===== src/pcim_pkg.sv =====
/*
 shared widths, depths and encodings for the PCIe master host-memory
 responder. referenced by scoped name from the RTL and the testbench
*/
package pcim_pkg;

   localparam int DATA_W    = 64;
   localparam int STRB_W    = DATA_W / 8;
   localparam int ADDR_W    = 32;
   localparam int BEAT_OFS  = 3;   // byte bits below the beat index
   localparam int ID_W      = 5;
   localparam int LEN_W     = 8;   // beats minus one
   localparam int MEM_BEATS = 256;
   localparam int MEM_IDX_W = 8;
   localparam int CMD_DEPTH = 4;
   localparam int CMD_PTR_W = $clog2(CMD_DEPTH);
   localparam int CMD_CNT_W = CMD_PTR_W + 1;

   // command queue entry widths
   localparam int WR_CMD_W  = ID_W + MEM_IDX_W + LEN_W;
   localparam int RD_CMD_W  = ID_W + MEM_IDX_W + LEN_W;

   typedef enum logic [1:0] {
      RESP_OKAY   = 2'b00,
      RESP_EXOKAY = 2'b01,
      RESP_SLVERR = 2'b10,
      RESP_DECERR = 2'b11
   } axi_resp_e;

   typedef enum logic {WR_IDLE, WR_DATA} wr_state_e;

   typedef enum logic [1:0] {RD_IDLE, RD_FETCH, RD_SEND} rd_state_e;

endpackage


===== src/cmd_fifo.sv =====
/*
 small circular FIFO for burst commands and pending response ids.
 the head entry is visible on dout_o before it is popped
*/
`timescale 1ns/1ps

module cmd_fifo #(
   parameter int WIDTH = 8
) (
   input  logic             clk_core,
   input  logic             sync_rst_n,
   input  logic             push_i,
   input  logic [WIDTH-1:0] din_i,
   input  logic             pop_i,
   output logic [WIDTH-1:0] dout_o,
   output logic             full_o,
   output logic             empty_o
);

   logic [WIDTH-1:0]               entry_q [pcim_pkg::CMD_DEPTH];
   logic [pcim_pkg::CMD_PTR_W-1:0] wr_ptr_q;
   logic [pcim_pkg::CMD_PTR_W-1:0] rd_ptr_q;
   logic [pcim_pkg::CMD_CNT_W-1:0] count_q;

   always_ff @(posedge clk_core or negedge sync_rst_n) begin
      if (!sync_rst_n) begin
         wr_ptr_q <= '0;
         rd_ptr_q <= '0;
         count_q  <= '0;
      end else begin
         if (push_i)
            wr_ptr_q <= wr_ptr_q + 1'b1;   // depth is a power of two, wraps
         if (pop_i)
            rd_ptr_q <= rd_ptr_q + 1'b1;
         if (push_i && !pop_i)
            count_q <= count_q + 1'b1;
         else if (pop_i && !push_i)
            count_q <= count_q - 1'b1;
      end
   end

   always_ff @(posedge clk_core) begin
      if (push_i)
         entry_q[wr_ptr_q] <= din_i;
   end

   assign dout_o  = entry_q[rd_ptr_q];
   assign full_o  = (count_q == pcim_pkg::CMD_CNT_W'(pcim_pkg::CMD_DEPTH));
   assign empty_o = (count_q == '0);

endmodule


===== src/pcim_rd_ctrl.sv =====
/*
 read side of the host-memory responder. queues read commands and streams
 each burst beat by beat, unwritten beats come back as all ones
*/
`timescale 1ns/1ps

module pcim_rd_ctrl (
   input  logic                             clk_core,
   input  logic                             sync_rst_n,
   input  logic [pcim_pkg::ID_W-1:0]        arid_i,
   input  logic [pcim_pkg::ADDR_W-1:0]      araddr_i,
   input  logic [pcim_pkg::LEN_W-1:0]       arlen_i,
   input  logic                             arvalid_i,
   output logic                             arready_o,
   output logic [pcim_pkg::ID_W-1:0]        rid_o,
   output logic [pcim_pkg::DATA_W-1:0]      rdata_o,
   output logic [1:0]                       rresp_o,
   output logic                             rlast_o,
   output logic                             rvalid_o,
   input  logic                             rready_i,
   output logic                             mem_re_o,
   output logic [pcim_pkg::MEM_IDX_W-1:0]   mem_ridx_o,
   input  logic [pcim_pkg::DATA_W-1:0]      mem_rdata_i,
   input  logic                             mem_rvalid_i
);

   logic [pcim_pkg::RD_CMD_W-1:0]  cmd_din;
   logic [pcim_pkg::RD_CMD_W-1:0]  cmd_dout;
   logic                           cmd_push;
   logic                           cmd_pop;
   logic                           cmd_full;
   logic                           cmd_empty;
   logic [pcim_pkg::ID_W-1:0]      head_id;
   logic [pcim_pkg::MEM_IDX_W-1:0] head_idx;
   logic [pcim_pkg::LEN_W-1:0]     head_len;
   pcim_pkg::rd_state_e            state_q;
   logic [pcim_pkg::MEM_IDX_W-1:0] beat_idx_q;
   logic [pcim_pkg::LEN_W-1:0]     beats_left_q;
   logic [pcim_pkg::MEM_IDX_W-1:0] next_idx;
   logic                           send_next;

   assign cmd_din   = {arid_i, araddr_i[pcim_pkg::BEAT_OFS +: pcim_pkg::MEM_IDX_W], arlen_i};
   assign {head_id, head_idx, head_len} = cmd_dout;
   assign cmd_push  = arvalid_i && arready_o;
   assign arready_o = !cmd_full;

   cmd_fifo #(.WIDTH(pcim_pkg::RD_CMD_W)) rd_cmd_fifo_i (
      .clk_core   (clk_core),
      .sync_rst_n (sync_rst_n),
      .push_i     (cmd_push),
      .din_i      (cmd_din),
      .pop_i      (cmd_pop),
      .dout_o     (cmd_dout),
      .full_o     (cmd_full),
      .empty_o    (cmd_empty)
   );

   // ----------------------------------------
   // memory fetch
   // ----------------------------------------
   assign next_idx  = beat_idx_q + 1'b1;
   assign send_next = (state_q == pcim_pkg::RD_SEND) && rready_i && !rlast_o;
   assign cmd_pop   = (state_q == pcim_pkg::RD_SEND) && rready_i && rlast_o;
   assign rresp_o   = pcim_pkg::RESP_OKAY;

   assign mem_re_o   = ((state_q == pcim_pkg::RD_IDLE) && !cmd_empty) || send_next;
   assign mem_ridx_o = (state_q == pcim_pkg::RD_IDLE) ? head_idx : next_idx;

   always_ff @(posedge clk_core) begin
      if (state_q == pcim_pkg::RD_IDLE) begin
         beat_idx_q   <= head_idx;
         beats_left_q <= head_len;
      end else if (send_next) begin
         beat_idx_q   <= next_idx;
         beats_left_q <= beats_left_q - 1'b1;
      end
      if (state_q == pcim_pkg::RD_FETCH) begin
         rdata_o <= mem_rvalid_i ? mem_rdata_i : '1;   // never written
         rid_o   <= head_id;
      end
   end

   // ----------------------------------------
   // beat FSM
   // ----------------------------------------
   always_ff @(posedge clk_core or negedge sync_rst_n) begin
      if (!sync_rst_n) begin
         state_q  <= pcim_pkg::RD_IDLE;
         rvalid_o <= 1'b0;
         rlast_o  <= 1'b0;
      end else begin
         case (state_q)
            pcim_pkg::RD_IDLE: begin
               if (!cmd_empty)
                  state_q <= pcim_pkg::RD_FETCH;
            end
            pcim_pkg::RD_FETCH: begin
               state_q  <= pcim_pkg::RD_SEND;
               rvalid_o <= 1'b1;
               rlast_o  <= (beats_left_q == '0);
            end
            pcim_pkg::RD_SEND: begin
               if (rready_i) begin
                  rvalid_o <= 1'b0;
                  rlast_o  <= 1'b0;
                  state_q  <= rlast_o ? pcim_pkg::RD_IDLE : pcim_pkg::RD_FETCH;
               end
            end
            default: state_q <= pcim_pkg::RD_IDLE;
         endcase
      end
   end

endmodule


===== config.mk =====
export PLATFORM = sky130hd
export DESIGN_NAME = pcim_rd_ctrl
export DESIGN_NICKNAME = d
export VERILOG_FILES = /design/src/pcim_pkg.sv /design/src/cmd_fifo.sv /design/src/pcim_rd_ctrl.sv
export SDC_FILE = /design/constraint.sdc
export NUM_CORES = 1
export LEC_CHECK = 0
export ABC_AREA = 1
export BUFFER_PORTS_ARGS = -buffer_cell sky130_fd_sc_hd__buf_2
export CAP_MARGIN = 5
export CORE_MARGIN = 10
export CORE_UTILIZATION = 56
export CTS_CLUSTER_DIAMETER = 200
export DETAILED_ROUTE_END_ITERATION = 10
export HOLD_SLACK_MARGIN = 0.06
export PLACE_DENSITY = 0.9
export SLEW_MARGIN = 20
export SYNTH_ARGS = -nofsm -noshare
export SYNTH_HDL_FRONTEND = slang
export SYNTH_SLANG_ARGS = --single-unit

===== constraint.sdc =====
create_clock -name clk_core -period 12.1 [get_ports clk_core]
set_input_delay 1.815 -clock clk_core [delete_from_list [all_inputs] [get_ports clk_core]]
set_output_delay 1.815 -clock clk_core [all_outputs]
set_load 0.005 [all_outputs]

Word-level counts from Yosys, hierarchy flattened:

Memories as Yosys holds them, arrays and structs flattened.
Index checks and enable logic that the tools add are counted.
Widths: inputs -> output; s select.

* register bits: 96
* bits in writable memories: 84
* output and inout port bits: 83
* word-level logic and storage cells: 59
* memories: 1

Memory list
* rd_cmd_fifo_i.entry_q: depth 4, width 21, read ports 1, clocked after memory_dff 0, wr ports 1, RTL line cmd_fifo.sv:20 `logic [WIDTH-1:0] entry_q [pcim_pkg::CMD_DEPTH];`

* add/subtract/negate cells: 6
* equal/unequal tests: 5
* mux-type cells: 16
* reductions and logical operators: 21

Operator list (number)
* $mux 8: 5
* $add 8x1->8 const B: 1
* $logic_not 8->1: 1
* $sub 8x1->8 const B: 1
* $logic_and 1x1->1: 7
* $mux 3: 2
* $pmux 2 s3: 1
* $reduce_bool 2->1: 3
* $logic_not 1->1: 5
* $add 2x1->2 const B: 2
* $mux 1: 4
* $mux 2: 2
* $ne 2x2->1 const B: 2
* $pmux 1 s2: 2
* $reduce_and 2->1: 2
* $add 3x1->3 const B: 1
* $eq 3x3->1 const B: 1
* $logic_not 3->1: 1
* $sub 3x1->3 const B: 1
* $eq 2x1->1 const B: 1
* $eq 2x2->1 const B: 1
* $logic_not 2->1: 1
* $logic_or 1x1->1: 1

Longest topological paths before layout:

* depth in word-level cells: 7
* gate-level depth with buffers: 10
* depth with buffers taken out: 10

By module:

Synthesis repeated with hierarchy kept, for this count alone.

* cell total of the unflattened synthesis: 646
* area, all modules: 7762.4 um^2

Modules (own cells, without submodules)
* cmd_fifo: instances 1, cells an instance 293, area each 3938.8 um^2, seq. area each 2697.6 um^2
* pcim_rd_ctrl: instances 1, cells an instance 353, area each 3823.7 um^2, seq. area each 2652.5 um^2

Worst setup path before layout:

No wires, ideal clock.

* path type: input port to output port
* start: input port rready_i
* end: output port mem_re_o
* arrival: 2.333 ns
* path slack: 7.952 ns
* stages on the path: 5
* path buffers: 0
* cell sequence: inv_1 nor2_2 inv_2 or2_1 o21ai_0

* longest elaborated chain between the ends: 3

Ends and longest elaborated chain
* start, declared: RTL line pcim_rd_ctrl.sv:20 `input logic rready_i,`
* $logic_and 1x1->1 (2 in series): RTL line pcim_rd_ctrl.sv:62 `assign send_next = (state_q == pcim_pkg::RD_SEND) && rready_i && !rlast_o;`
* $logic_or 1x1->1: RTL line pcim_rd_ctrl.sv:66 `assign mem_re_o = ((state_q == pcim_pkg::RD_IDLE) && !cmd_empty) || send_next;`
* end, declared: RTL line pcim_rd_ctrl.sv:21 `output logic mem_re_o,`

No other way between the ends.

Final worst setup path:

Same ends and word-level chain as after synthesis.

==> results.md <==
- Slew @ Worst Pin: between 0.9 and 1 ns
- Crit-path max FO: 3
- Clock Path Buffers: 2
- Max-cap violations: 0
- Placed Cells: roughly 940
- Unrepaired setup endpoints after global routing: false
- Final GP Congestion: 0.772
- DIE HEIGHT: about 130 um
- Wirelength per Cell: roughly 17 um
- Die area: 18,100 um^2
- Status: finished, final reports clean
- Final Skew: between 0.01 and 0.015 ns
- Final setup fails: 0
- Final nets: about 910
- Lkg Pwr: approximately 3.7 nW
- Pre-CTS setup slack: roughly 7.7 ns
- Number of global-route vias before repair: 4,994
- Die X: between 100 and 150 um
- Clock latency on the worst-skew pair: roughly 0.42 ns
- First-pass GRT wire length: between 20,000 and 30,000 um
- Req. time, crit path: between 10 and 15 ns
- DPL Wire Length: approximately 12,000 um
- Slew margin rel.: slightly below 40%
- Final Hold Vio Count: 0
- FILL cells: 889
- Max IR drop VDD: 0.119 mV
- Most frequent cells in the layout: edfxtp_1 (169), buf_2 (169), nand2_1 (142)
- Share of layout cells above drive strength 1: between 20% and 30%
- First DRT Iteration DRCs: 355
- IO buf count: 170
- Syn_area_per_cell: between 10 and 15 um^2
- Synth unique cells: 30
- Clk sinks: 180
- Fin worst setup slack: just under 8 ns
- Pre-Repair DR Iteration Count: 4
- Post-cts gate resize count: 0
- Worst Path Arrival: 2.59 ns
- Fmax: approximately 230 MHz
- DRC: 0
- Num CTS Buffers: 17
- Number of cell rows: 41
- Hold WC Path Type: register to register
- Synthesized cell area: roughly 7300 um^2
- Total GRT Usage: between 10% and 20%
- Nature of the critical path endpoint: primary output
- Startpoint types: primary input
- Pwr Density: 231 nW/um^2
- FF+latch count, synth: between 150 and 200
- Area Overhead vs Synth: 20.2%
- Initial antenna violation count: 3
- Fin area: slightly below 9000 um^2
- Register area share after synthesis: around 73%
- Slew Viols, Final: 0
- CORE AREA: 12,700 um^2
- H-Tree Depth: 4
- Initial core utilization: 57.7%
- Root Buffer Master: clkbuf_16
- Setup TNS: 0 ns
- CTS hold repair buffers: 0
- Clock slew at reported path FFs: 0.06 ns
- Non-filler cells, final: 974
- Routed vias: between 4,000 and 5,000
- GRT overflow: 0
- Dpl cell area: about 8300 um^2
- Period minus WS final: 4.41 ns
- Synth warnings: 0
- Cells after synthesis: 616
- Io pins: about 200
- CTS tree: built
- Vias/cell: just under 5
- Post-CTS setup buffers: 0
- Final wirelength: ~17,000 um
- Antenna Nets Post-Route: 0
- Final hold slack: between 0.4 and 0.5 ns
- Final period util: between 30% and 40%
- Crit path kind: primary input to primary output
- Largest net degree at the start of global routing: 70
[flip-flops by register name (all words and copies together), names as in the netlist]
register                cells
rd_cmd_fifo_i.entry_q      84
rdata_o                    64
beat_idx_q                  8
beats_left_q                8
rid_o                       5
rd_cmd_fifo_i.count_q       3
rd_cmd_fifo_i.rd_ptr_q      2
rd_cmd_fifo_i.wr_ptr_q      2
state_q                     2
rlast_o                     1
rvalid_o                    1
[path summary, 6_finish.rpt]
check / slack, ns / start / depth (start not counted) / end
setup / recovery: 7.69 / rready_i / 7 / mem_re_o
hold / removal: 0.48 / rvalid_o / 2 / rvalid_o
setup reg to reg: 10.01 / rd_cmd_fifo_i.rd_ptr_q[1] / 6 / beat_idx_q[0]
hold reg to reg: 0.48 / rvalid_o / 2 / rvalid_o
max in group asynchronous: 10.64 / sync_rst_n / 1 / rlast_o
min in group asynchronous: 1.25 / sync_rst_n / 1 / rd_cmd_fifo_i.count_q[0]
[worst max-delay path, cell delays in order]
cell     delay (ns)
buf_2          0.09
inv_1          0.04
nor2_2         0.15
inv_2          0.06
or2_1          0.23
o21ai_0        0.07
buf_2          0.13
[power by group]
group          total, W  switching, W  internal [W]
Combinational  0.000580      0.000387      0.000194
Clock          0.000484      0.000207      0.000277
Sequential     0.000978     0.0000722      0.000906
[synthesized netlist by cell type]
cell | count | share of area [%]
edfxtp_1 | 169 | 69
nand2_1 | 142 | 7.3
inv_1 | 90 | 4.6
nor2_1 | 59 | 3.0
o21ai_0 | 39 | 2.7
nand3_1 | 27 | 1.8
o21ai_1 | 12 | 0.82
buf_2 | 11 | 0.75
dfrtp_1 | 11 | 3.7
ha_1 | 8 | 1.4
buf_4 | 6 | 0.61
buf_6 | 6 | 0.92
a21oi_1 | 5 | 0.34
o22ai_1 | 5 | 0.43
xor2_1 | 4 | 0.48
nor2_2 | 3 | 0.26
xnor2_1 | 3 | 0.36
clkbuf_1 | 2 | 0.10
inv_2 | 2 | 0.10
nand4_1 | 2 | 0.17
conb_1 | 1 | 0.051
fa_1 | 1 | 0.27
inv_4 | 1 | 0.085
mux2_2 | 1 | 0.15
nand2_2 | 1 | 0.085
nor3_1 | 1 | 0.068
o21bai_1 | 1 | 0.10
o31ai_1 | 1 | 0.10
or2_1 | 1 | 0.085
or2_2 | 1 | 0.085
[layout make-up]
class	instances	area (um^2)	area share [%]
Sequential cell	180	5350	60.6
Timing Repair Buffer	177	906	10.3
Clock inverter	9	63.8	0.723
Tap cell	172	215	2.44
Multi-Input combinational cell	319	1490	16.9
Inverter	93	352	3.98
Clock buffer	22	444	5.03
Antenna cell	2	5.00	0.0567
[kinds of logic (layout without fill, tap and decap cells)]
family	Yosys count	count (layout)	synth area share, %
adders and majority gates	9	9	1.64
buffers and inverters	118	301	7.17
and+or+nand+nor	237	237	12.9
xor gates and xnor gates	7	7	0.835
AOI/OAI and AO/OA	63	63	4.45
DFF	180	180	72.8
muxes	1	1	0.153
other	1	4	0.0511
[through the flow]
| stage | power, W | utilization [%] |
|---|---|---|
| 2_1_floorplan | 0.00136 | - |
| 3_3_place_gp | 0.00155 | 65.3 |
| 3_5_place_dp | 0.00158 | 65.3 |
| 4_1_cts | 0.00206 | 69.3 |
| 5_1_grt | 0.00218 | 69.3 |
| 6_report | 0.00204 | 69.4 |
[metal layers]
layer / track usage (%) / part of all wire (%) / routed length (um)
met1: 20.2 / 37 / 6080
met2: 31.6 / 51 / 8410
met3: 9.20 / 11 / 1800
met4: 6.05 / 1.2 / 194
met5: 0 / 0.079 / 13
Power figures use the tool's default switching activity.
