===== config.mk =====
export PLATFORM = sky130hd
export DESIGN_NAME = pcim_wr_ctrl
export DESIGN_NICKNAME = d
export VERILOG_FILES = /design/src/pcim_pkg.sv /design/src/cmd_fifo.sv /design/src/pcim_wr_ctrl.sv
export SDC_FILE = /design/constraint.sdc
export NUM_CORES = 1
export LEC_CHECK = 0
export ABC_AREA = 0
export BUFFER_PORTS_ARGS = -buffer_cell sky130_fd_sc_hd__buf_2
export CORE_ASPECT_RATIO = 1.2
export CORE_UTILIZATION = 35
export CTS_BUF_LIST = sky130_fd_sc_hd__clkbuf_8
export DETAILED_ROUTE_END_ITERATION = 10
export GPL_TIMING_DRIVEN = 0
export PLACE_DENSITY = 0.63
export SLEW_MARGIN = 20
export SYNTH_ARGS = -nofsm -noshare
export SYNTH_HDL_FRONTEND = slang
export SYNTH_SLANG_ARGS = --single-unit

===== constraint.sdc =====
create_clock -name clk_core -period 4.2 [get_ports clk_core]
set_input_delay 0.42 -clock clk_core [delete_from_list [all_inputs] [get_ports clk_core]]
set_output_delay 0.42 -clock clk_core [all_outputs]
set_load 0.02 [all_outputs]

===== src/pcim_pkg.sv =====
/*
 shared widths, depths and encodings for the PCIe master host-memory
 responder. referenced by scoped name from the RTL and the testbench
*/
package pcim_pkg;

   localparam int DATA_W    = 64;
   localparam int STRB_W    = DATA_W / 8;
   localparam int ADDR_W    = 32;
   localparam int BEAT_OFS  = 3;   // byte bits below the beat index
   localparam int ID_W      = 5;
   localparam int LEN_W     = 8;   // beats minus one
   localparam int MEM_BEATS = 256;
   localparam int MEM_IDX_W = 8;
   localparam int CMD_DEPTH = 4;
   localparam int CMD_PTR_W = $clog2(CMD_DEPTH);
   localparam int CMD_CNT_W = CMD_PTR_W + 1;

   // command queue entry widths
   localparam int WR_CMD_W  = ID_W + MEM_IDX_W + LEN_W;
   localparam int RD_CMD_W  = ID_W + MEM_IDX_W + LEN_W;

   typedef enum logic [1:0] {
      RESP_OKAY   = 2'b00,
      RESP_EXOKAY = 2'b01,
      RESP_SLVERR = 2'b10,
      RESP_DECERR = 2'b11
   } axi_resp_e;

   typedef enum logic {WR_IDLE, WR_DATA} wr_state_e;

   typedef enum logic [1:0] {RD_IDLE, RD_FETCH, RD_SEND} rd_state_e;

endpackage


===== src/cmd_fifo.sv =====
/*
 small circular FIFO for burst commands and pending response ids.
 the head entry is visible on dout_o before it is popped
*/
`timescale 1ns/1ps

module cmd_fifo #(
   parameter int WIDTH = 8
) (
   input  logic             clk_core,
   input  logic             sync_rst_n,
   input  logic             push_i,
   input  logic [WIDTH-1:0] din_i,
   input  logic             pop_i,
   output logic [WIDTH-1:0] dout_o,
   output logic             full_o,
   output logic             empty_o
);

   logic [WIDTH-1:0]               entry_q [pcim_pkg::CMD_DEPTH];
   logic [pcim_pkg::CMD_PTR_W-1:0] wr_ptr_q;
   logic [pcim_pkg::CMD_PTR_W-1:0] rd_ptr_q;
   logic [pcim_pkg::CMD_CNT_W-1:0] count_q;

   always_ff @(posedge clk_core or negedge sync_rst_n) begin
      if (!sync_rst_n) begin
         wr_ptr_q <= '0;
         rd_ptr_q <= '0;
         count_q  <= '0;
      end else begin
         if (push_i)
            wr_ptr_q <= wr_ptr_q + 1'b1;   // depth is a power of two, wraps
         if (pop_i)
            rd_ptr_q <= rd_ptr_q + 1'b1;
         if (push_i && !pop_i)
            count_q <= count_q + 1'b1;
         else if (pop_i && !push_i)
            count_q <= count_q - 1'b1;
      end
   end

   always_ff @(posedge clk_core) begin
      if (push_i)
         entry_q[wr_ptr_q] <= din_i;
   end

   assign dout_o  = entry_q[rd_ptr_q];
   assign full_o  = (count_q == pcim_pkg::CMD_CNT_W'(pcim_pkg::CMD_DEPTH));
   assign empty_o = (count_q == '0);

endmodule


===== src/pcim_wr_ctrl.sv =====
/*
 write side of the host-memory responder. queues write commands, merges
 data beats into memory and returns one in-order response per burst
*/
`timescale 1ns/1ps

module pcim_wr_ctrl (
   input  logic                             clk_core,
   input  logic                             sync_rst_n,
   input  logic [pcim_pkg::ID_W-1:0]        awid_i,
   input  logic [pcim_pkg::ADDR_W-1:0]      awaddr_i,
   input  logic [pcim_pkg::LEN_W-1:0]       awlen_i,
   input  logic                             awvalid_i,
   output logic                             awready_o,
   input  logic [pcim_pkg::DATA_W-1:0]      wdata_i,
   input  logic [pcim_pkg::STRB_W-1:0]      wstrb_i,
   input  logic                             wlast_i,
   input  logic                             wvalid_i,
   output logic                             wready_o,
   output logic [pcim_pkg::ID_W-1:0]        bid_o,
   output logic [1:0]                       bresp_o,
   output logic                             bvalid_o,
   input  logic                             bready_i,
   output logic                             mem_we_o,
   output logic [pcim_pkg::MEM_IDX_W-1:0]   mem_widx_o,
   output logic [pcim_pkg::DATA_W-1:0]      mem_wdata_o,
   output logic [pcim_pkg::STRB_W-1:0]      mem_wstrb_o
);

   logic [pcim_pkg::WR_CMD_W-1:0]  cmd_din;
   logic [pcim_pkg::WR_CMD_W-1:0]  cmd_dout;
   logic                           cmd_push;
   logic                           cmd_pop;
   logic                           cmd_full;
   logic                           cmd_empty;
   logic                           rsp_push;
   logic                           rsp_pop;
   logic                           rsp_full;
   logic                           rsp_empty;
   logic [pcim_pkg::ID_W-1:0]      head_id;
   logic [pcim_pkg::MEM_IDX_W-1:0] head_idx;
   logic [pcim_pkg::LEN_W-1:0]     head_len;
   pcim_pkg::wr_state_e            state_q;
   logic [pcim_pkg::MEM_IDX_W-1:0] beat_idx_q;
   logic [pcim_pkg::LEN_W-1:0]     beats_left_q;
   logic [pcim_pkg::MEM_IDX_W-1:0] cur_idx;
   logic [pcim_pkg::LEN_W-1:0]     cur_left;
   logic                           beat_acc;
   logic                           burst_end;

   // ----------------------------------------
   // command and response queues
   // ----------------------------------------
   assign cmd_din  = {awid_i, awaddr_i[pcim_pkg::BEAT_OFS +: pcim_pkg::MEM_IDX_W], awlen_i};
   assign {head_id, head_idx, head_len} = cmd_dout;
   assign cmd_push = awvalid_i && awready_o;
   assign cmd_pop  = beat_acc && burst_end;
   assign rsp_push = cmd_pop;
   assign rsp_pop  = bvalid_o && bready_i;

   cmd_fifo #(.WIDTH(pcim_pkg::WR_CMD_W)) wr_cmd_fifo_i (
      .clk_core   (clk_core),
      .sync_rst_n (sync_rst_n),
      .push_i     (cmd_push),
      .din_i      (cmd_din),
      .pop_i      (cmd_pop),
      .dout_o     (cmd_dout),
      .full_o     (cmd_full),
      .empty_o    (cmd_empty)
   );

   cmd_fifo #(.WIDTH(pcim_pkg::ID_W)) wr_rsp_fifo_i (
      .clk_core   (clk_core),
      .sync_rst_n (sync_rst_n),
      .push_i     (rsp_push),
      .din_i      (head_id),
      .pop_i      (rsp_pop),
      .dout_o     (bid_o),
      .full_o     (rsp_full),
      .empty_o    (rsp_empty)
   );

   assign awready_o = !cmd_full;
   assign wready_o  = !cmd_empty && !rsp_full;   // data needs a command at the head
   assign bvalid_o  = !rsp_empty;
   assign bresp_o   = pcim_pkg::RESP_OKAY;

   // ----------------------------------------
   // data beats into memory
   // ----------------------------------------
   assign beat_acc  = wvalid_i && wready_o;
   assign cur_idx   = (state_q == pcim_pkg::WR_IDLE) ? head_idx : beat_idx_q;
   assign cur_left  = (state_q == pcim_pkg::WR_IDLE) ? head_len : beats_left_q;
   assign burst_end = wlast_i || (cur_left == '0);   // also closes on awlen count

   assign mem_we_o    = beat_acc;
   assign mem_widx_o  = cur_idx;
   assign mem_wdata_o = wdata_i;
   assign mem_wstrb_o = wstrb_i;

   always_ff @(posedge clk_core or negedge sync_rst_n) begin
      if (!sync_rst_n) begin
         state_q <= pcim_pkg::WR_IDLE;
      end else if (beat_acc) begin
         state_q <= burst_end ? pcim_pkg::WR_IDLE : pcim_pkg::WR_DATA;
      end
   end

   always_ff @(posedge clk_core) begin
      if (beat_acc) begin
         beat_idx_q   <= cur_idx + 1'b1;
         beats_left_q <= cur_left - 1'b1;
      end
   end

endmodule


=== Yosys cells after proc, flatten, opt, wreduce, memory -nomap -nowiden ===
Memories as Yosys holds them, arrays and structs flattened.
Cells that the tools add are included.
W data, S select, Z words.

* Muxes and demuxes: 11
* Reduce and logical (&&, ||, !) cells: 22
* Add/subtract/negate cells: 10
* Equal/unequal tests: 2

{| class="wikitable"
|+ Operators by type and width
! cell !! number
|-
| $mux W8 || 2
|-
| $mux W3 || 4
|-
| $logic_and A1 B1 Y1 || 9
|-
| $add A2 B1 Y2 const B || 4
|-
| $add A8 B1 Y8 const B || 1
|-
| $logic_not A8 Y1 || 1
|-
| $sub A8 B1 Y8 const B || 1
|-
| $logic_not A1 Y1 || 7
|-
| $add A3 B1 Y3 const B || 2
|-
| $eq A3 B3 Y1 const B || 2
|-
| $logic_not A3 Y1 || 2
|-
| $sub A3 B1 Y3 const B || 2
|-
| $mux W1 || 5
|-
| $reduce_bool A2 Y1 || 2
|-
| $logic_or A1 B1 Y1 || 1
|}

* Memories kept: 2
* Word-level logic and storage cells: 56
* Flip-flop bits (word level): 31
* Memory bits (writable): 104
* Output and inout port bits: 91

{| class="wikitable"
|+ Memories
! memory !! depth !! width !! rd ports !! clocked after Yosys merged registers in !! wr ports !! line !! RTL
|-
| wr_cmd_fifo_i.entry_q || 4 || 21 || 1 || 0 || 1 || cmd_fifo.sv:20 || <nowiki>logic [WIDTH-1:0] entry_q [pcim_pkg::CMD_DEPTH];</nowiki>
|-
| wr_rsp_fifo_i.entry_q || 4 || 5 || 1 || 0 || 1 || cmd_fifo.sv:20 ||
|}

=== Longest topological paths before layout ===
* Word-level depth: 9
* Depth in mapped cells: 17

=== Hierarchy ===
Synthesis repeated with hierarchy kept, for this count alone.

* Cell total of the unflattened synthesis: 376
* Area total of the unflattened synthesis: 6,252.2 um^2

{| class="wikitable"
|+ By module, submodules not included
! module !! area an instance (um^2) !! times used !! cells an instance !! sequential area each (um^2)
|-
| cmd_fifo (wr_cmd_fifo_i) || 3,458.3 || 1 || 144 || 2,697.6
|-
| pcim_wr_ctrl || 1,675.4 || 1 || 171 || 505.5
|-
| cmd_fifo (wr_rsp_fifo_i) || 1,118.6 || 1 || 61 || 775.7
|}

=== Worst setup path after synthesis ===
OpenSTA, ideal clock, no wires.

* Path kind: reg2reg
* From: register wr_cmd_fifo_i.rd_ptr_q[1] (netlist bit)
* To: register wr_cmd_fifo_i.count_q[1] (netlist bit)
* Setup slack: 379 ps
* Setup time: 125 ps
* Arrival: 3,696 ps
* Clock period less this slack: 3,821 ps
* Buffers on the path: 2
* Cell stages (with the launch flop): 15
* Path through: dfrtp_1 buf_6 clkbuf_1 mux4_2 mux2i_1 ha_1 nand2b_1 o311a_1 nor4_2 a21oi_1 nand2b_1 ha_1 inv_1 fa_1 mux2_2

* Word-level cells in the longest chain between the ends: 8

{| class="wikitable"
|+ Ends and longest elaborated chain
! element !! line !! RTL
|-
| start, declared || cmd_fifo.sv:22 || <nowiki>logic [pcim_pkg::CMD_PTR_W-1:0] rd_ptr_q;</nowiki>
|-
| start signal, assigned || cmd_fifo.sv:34 || <nowiki>rd_ptr_q <= rd_ptr_q + 1'b1;</nowiki>
|-
| $mem_v2 Z4 W21 (*) || -- ||
|-
| $mux W8 (*) || pcim_wr_ctrl.sv:93 || <nowiki>assign cur_left = (state_q == pcim_pkg::WR_IDLE) ? head_len : beats_left_q;</nowiki>
|-
| $logic_not A8 Y1 (*) || pcim_wr_ctrl.sv:94 || <nowiki>assign burst_end = wlast_i || (cur_left == '0);</nowiki>
|-
| $logic_or A1 B1 Y1 (*) || pcim_wr_ctrl.sv:94 ||
|-
| $logic_and A1 B1 Y1 (*) || pcim_wr_ctrl.sv:57 || <nowiki>assign cmd_pop = beat_acc && burst_end;</nowiki>
|-
| $logic_not A1 Y1 || cmd_fifo.sv:35 || <nowiki>if (push_i && !pop_i)</nowiki>
|-
| $logic_and A1 B1 Y1 || cmd_fifo.sv:35 ||
|-
| $mux W3 / $reduce_bool A2 Y1 (equally long branches) || -- ||
|-
| end signal, assigned || cmd_fifo.sv:36 || <nowiki>count_q <= count_q + 1'b1;</nowiki>
|-
| end signal, assigned || cmd_fifo.sv:38 || <nowiki>count_q <= count_q - 1'b1;</nowiki>
|-
| end, declared || cmd_fifo.sv:23 || <nowiki>logic [pcim_pkg::CMD_CNT_W-1:0] count_q;</nowiki>
|}

Mark *: on every way between the ends. The rest lies on a longest branch, timed or not.
A chain may end at the register's enable or synchronous reset.

=== Final worst setup path ===
* From: register wr_cmd_fifo_i.rd_ptr_q[0] (netlist bit)
* To: register wr_cmd_fifo_i.count_q[1] (netlist bit)

The elaborated chain is that of the path after synthesis.

==> run_results.csv <==
group,metric,value,unit
status,status,"complete, no violations",
timing,worstMarginPinSlew,0.976,ns
global_routing,grt_util_met2,0.297,
timing,timing.slew.headroom,0.344,
critical_path,worstSetupEndpoint,"wr_cmd_fifo_i.count_q[1]",
global_routing,globalRouteMet3Util,0.0374,
global_routing,antenna_found_initial,0,
clocking,clkLatencyLatePin,0.44,ns
power_and_ir_drop,power.static_leakage,0.00319,uW
clocking,path_clk_slew,0.08,ns
clocking,cts_htree_levels,4,
timing,worst_clock_skew,0.00852,ns
critical_path,setup.reg_to_reg.worst_slack,0.30,ns
clocking,tritoncts,"yes",
place,place_hpwl,10.5,mm
global_routing,grt_start_max_net_pins,27,
power_and_ir_drop,peakVddDrop,0.443,mV
yosys,ys_async_sr_fraction,0.111,
critical_path,crit_end_category,"register",
hold_path,hp-class,"in2reg",
layout,num-fill-cells,1650,
yosys,synth-edff-count,120,
global_routing,global_route_wire_length_before_repair,21.5,mm
yosys,synth_sequential_area_ratio,0.612,
timing,final-max-slew-violation-count,0,
yosys,syn_area_per_cell,14.5,um2
clocking,cts_buffer_depth,2,
critical_path,rr_startpoint,"wr_cmd_fifo_i.rd_ptr_q[0]",
timing,timing.final.setup_violations,0,
critical_path,critPathRequiredTime,4.52,ns
critical_path,crit_start,"wr_cmd_fifo_i.rd_ptr_q[0]",
power_and_ir_drop,total_power,5360,uW
critical_path,type_of_element_launching_the_critical_path,"register",
timing,timing.setup.tns,0,ns
timing,hold_violations,0,
clocking,root_buffer,"clkbuf_8",
global_routing,grt_remaining_overflow,0,
timing,final_critical_path_required_period,3.90,ns
critical_path,r2r_cells,15,
yosys,synth_warnings,0,
layout,layout.cells.most_common_list,"edfxtp_1 (120), buf_2 (116), buf_4 (78)",
power_and_ir_drop,power_per_standard_cell_area,684,nW/um2
layout,final_common_cell,"edfxtp_1",
layout,antenna_cells_inserted,0,
layout,postLayoutCoreUtil,0.431,
place,buffer_ports.inserted,115,
floorplanning,std_cell_rows,54,
route,routedWlPerCell,17.4,um
floorplanning,die_height,151,um
global_routing,via_count_of_the_first_global_routing_pass,4096,
yosys,postSynthCellCount,447,
floorplanning,die_area,19100,um2
critical_path,path_max_fanout,10,
yosys,synth.cell_area,6500,um2
floorplanning,top_level_ports,214,
yosys,synth-main-ff-cell,"edfxtp_1",
clocking,clock_buffer_count_from_cts,17,
route,dr.pass1.iters,4,
critical_path,rr_endpoint,"wr_cmd_fifo_i.count_q[1]",
global_routing,all_layer_gr_usage,0.154,
route,post-route-drc-count,0,
layout,area_growth,20.5,%
route,dr_vias_cell,4.86,
route,num_vias,3994,
critical_path,worst_ep_arrival_time,4.22,ns
timing,fraction_of_the_cycle_the_final_worst_path_needs,0.928,
floorplanning,fp.dieW,126,um
route,initialDrtViolationCount,258,
critical_path,worstSetupPathType,"reg2reg",
route,number_of_antenna_violating_nets_in_the_routed_design,0,
global_routing,grt_busiest_layer,"met2",
flow_run,drv_cap,0,
global_routing,gr_met1_demand_resource,0.157,
yosys,synth_cell_type_count,53,
layout,post_route_cells_drive_above_1_share,0.462,
route,finalWirelength,14.3,mm
floorplanning,initial_utilization,0.358,
floorplanning,core_area,18200,um2
timing,highest_achievable_clock_rate,0.257,GHz
yosys,synth-seq-cells,135,
clocking,cts.sink_count,135,
place,place.gp.congestion,0.809,
layout,final_nets,722,
timing,grt_setup_unrepaired,"no",
[critical path, cell delays in order (launching register included)]
cell and delay [ns]:
dfrtp_1 0.35, buf_6 0.15, buf_6 0.18, mux4_2 0.56, mux2i_2 0.20, ha_2 0.25
nand2b_1 0.06, o311a_1 0.34, nor4_4 0.21, buf_4 0.19, a21oi_4 0.10, nand2b_1 0.22
ha_1 0.23, inv_1 0.07, fa_1 0.40, mux2_2 0.26
[power by group]
part	total, uW	internal [uW]	switching [uW]
Sequential	2090	1930	155
Combinational	2160	893	1270
Clock	1100	591	512
Total	5360	3420	1940
[how the worst min path moves through the flow]
stage	startpoint	endpoint	slack, ns	cells after the start
finish	awaddr_i[7]	wr_cmd_fifo_i.entry_q[1][12]	0.19	1
global route	awaddr_i[7]	wr_cmd_fifo_i.entry_q[1][12]	0.16	1
detailed placement	sync_rst_n	wr_rsp_fifo_i.count_q[1]	0.35	1
CTS	awaddr_i[7]	wr_cmd_fifo_i.entry_q[1][12]	0.16	1
floorplan	sync_rst_n	state_q	0.12	0
global placement	sync_rst_n	wr_rsp_fifo_i.count_q[0]	0.35	1
[cells by family (layout without fill, tap and decap cells)]
group           count (synthesis)  in the layout  synth area share
compound gates                 32             32            0.0371
xor+xnor                       21             21            0.0283
fa+ha+maj                      14             14            0.0292
buf+inv                       102            252             0.106
flops                         135            135             0.612
mux                            42             42             0.106
other cells                     1              2          0.000577
simple gates                  100            100            0.0802
[area by class of cell]
type	instances	area [um2]	share of cell area
timing repair buffer	118	601	0.0767
buffer	88	642	0.0819
clock inverter	15	178	0.0227
clock buffer	17	234	0.0299
tap	224	280	0.0358
sequential	135	3980	0.508
multi-input combinational	211	1870	0.238
inverter	14	52.6	0.00671
[registers in the layout, indices dropped and copies added (netlist names), 3 cells and up]
register and cells:
beat_idx_q 8, beats_left_q 8, wr_cmd_fifo_i.count_q 3, wr_cmd_fifo_i.entry_q 84, wr_rsp_fifo_i.count_q 3, wr_rsp_fifo_i.entry_q 20
[metrics by stage]
step | instances | instance area, um2 | hold slack (ns) | worst slack [ns]
after CTS | 820 | 7800 | 0.163 | 0.0594
after global routing | 822 | 7830 | 0.163 | 0.0794
after detailed placement | 787 | 7370 | 0.355 | -0.371
after floorplan | 448 | 6510 | 0.124 | 0.379
after global placement | 787 | 7360 | 0.354 | -0.343
final | 822 | 7830 | 0.187 | 0.303
[repair_timing]
action,CTS,global route
resized for setup,4,3
pin swaps,0,1
endpoints found under the setup margin,4,4
hold endpoints to repair,15,0
hold buffers,1,0
setup buffers,0,2
[cell usage after synthesis (all sizes together), types with 7 or more instances]
| cell type | n | share of area |
|---|---|---|
| a21oi | 7 | 0.0054 |
| buf | 82 | 0.095 |
| dfrtp | 15 | 0.058 |
| edfxtp | 120 | 0.55 |
| ha | 12 | 0.023 |
| inv | 14 | 0.0081 |
| mux2 | 8 | 0.016 |
| mux2i | 14 | 0.022 |
| mux4 | 20 | 0.069 |
| nand2 | 30 | 0.017 |
| nand3 | 11 | 0.0085 |
| nor2 | 16 | 0.0092 |
| nor3 | 8 | 0.0069 |
| xnor2 | 11 | 0.015 |
| xor2 | 10 | 0.013 |
[per-layer routing]
metal | part of all wire | wire length (um) | up-vias
met5 | 0 | 0 | -
met4 | 0.020 | 284 | 0
met3 | 0.071 | 1010 | 21
met2 | 0.55 | 7920 | 192
met1 | 0.36 | 5090 | 1932
li1 | - | - | 1849
Note: power is estimated with default switching activity, not from simulation.
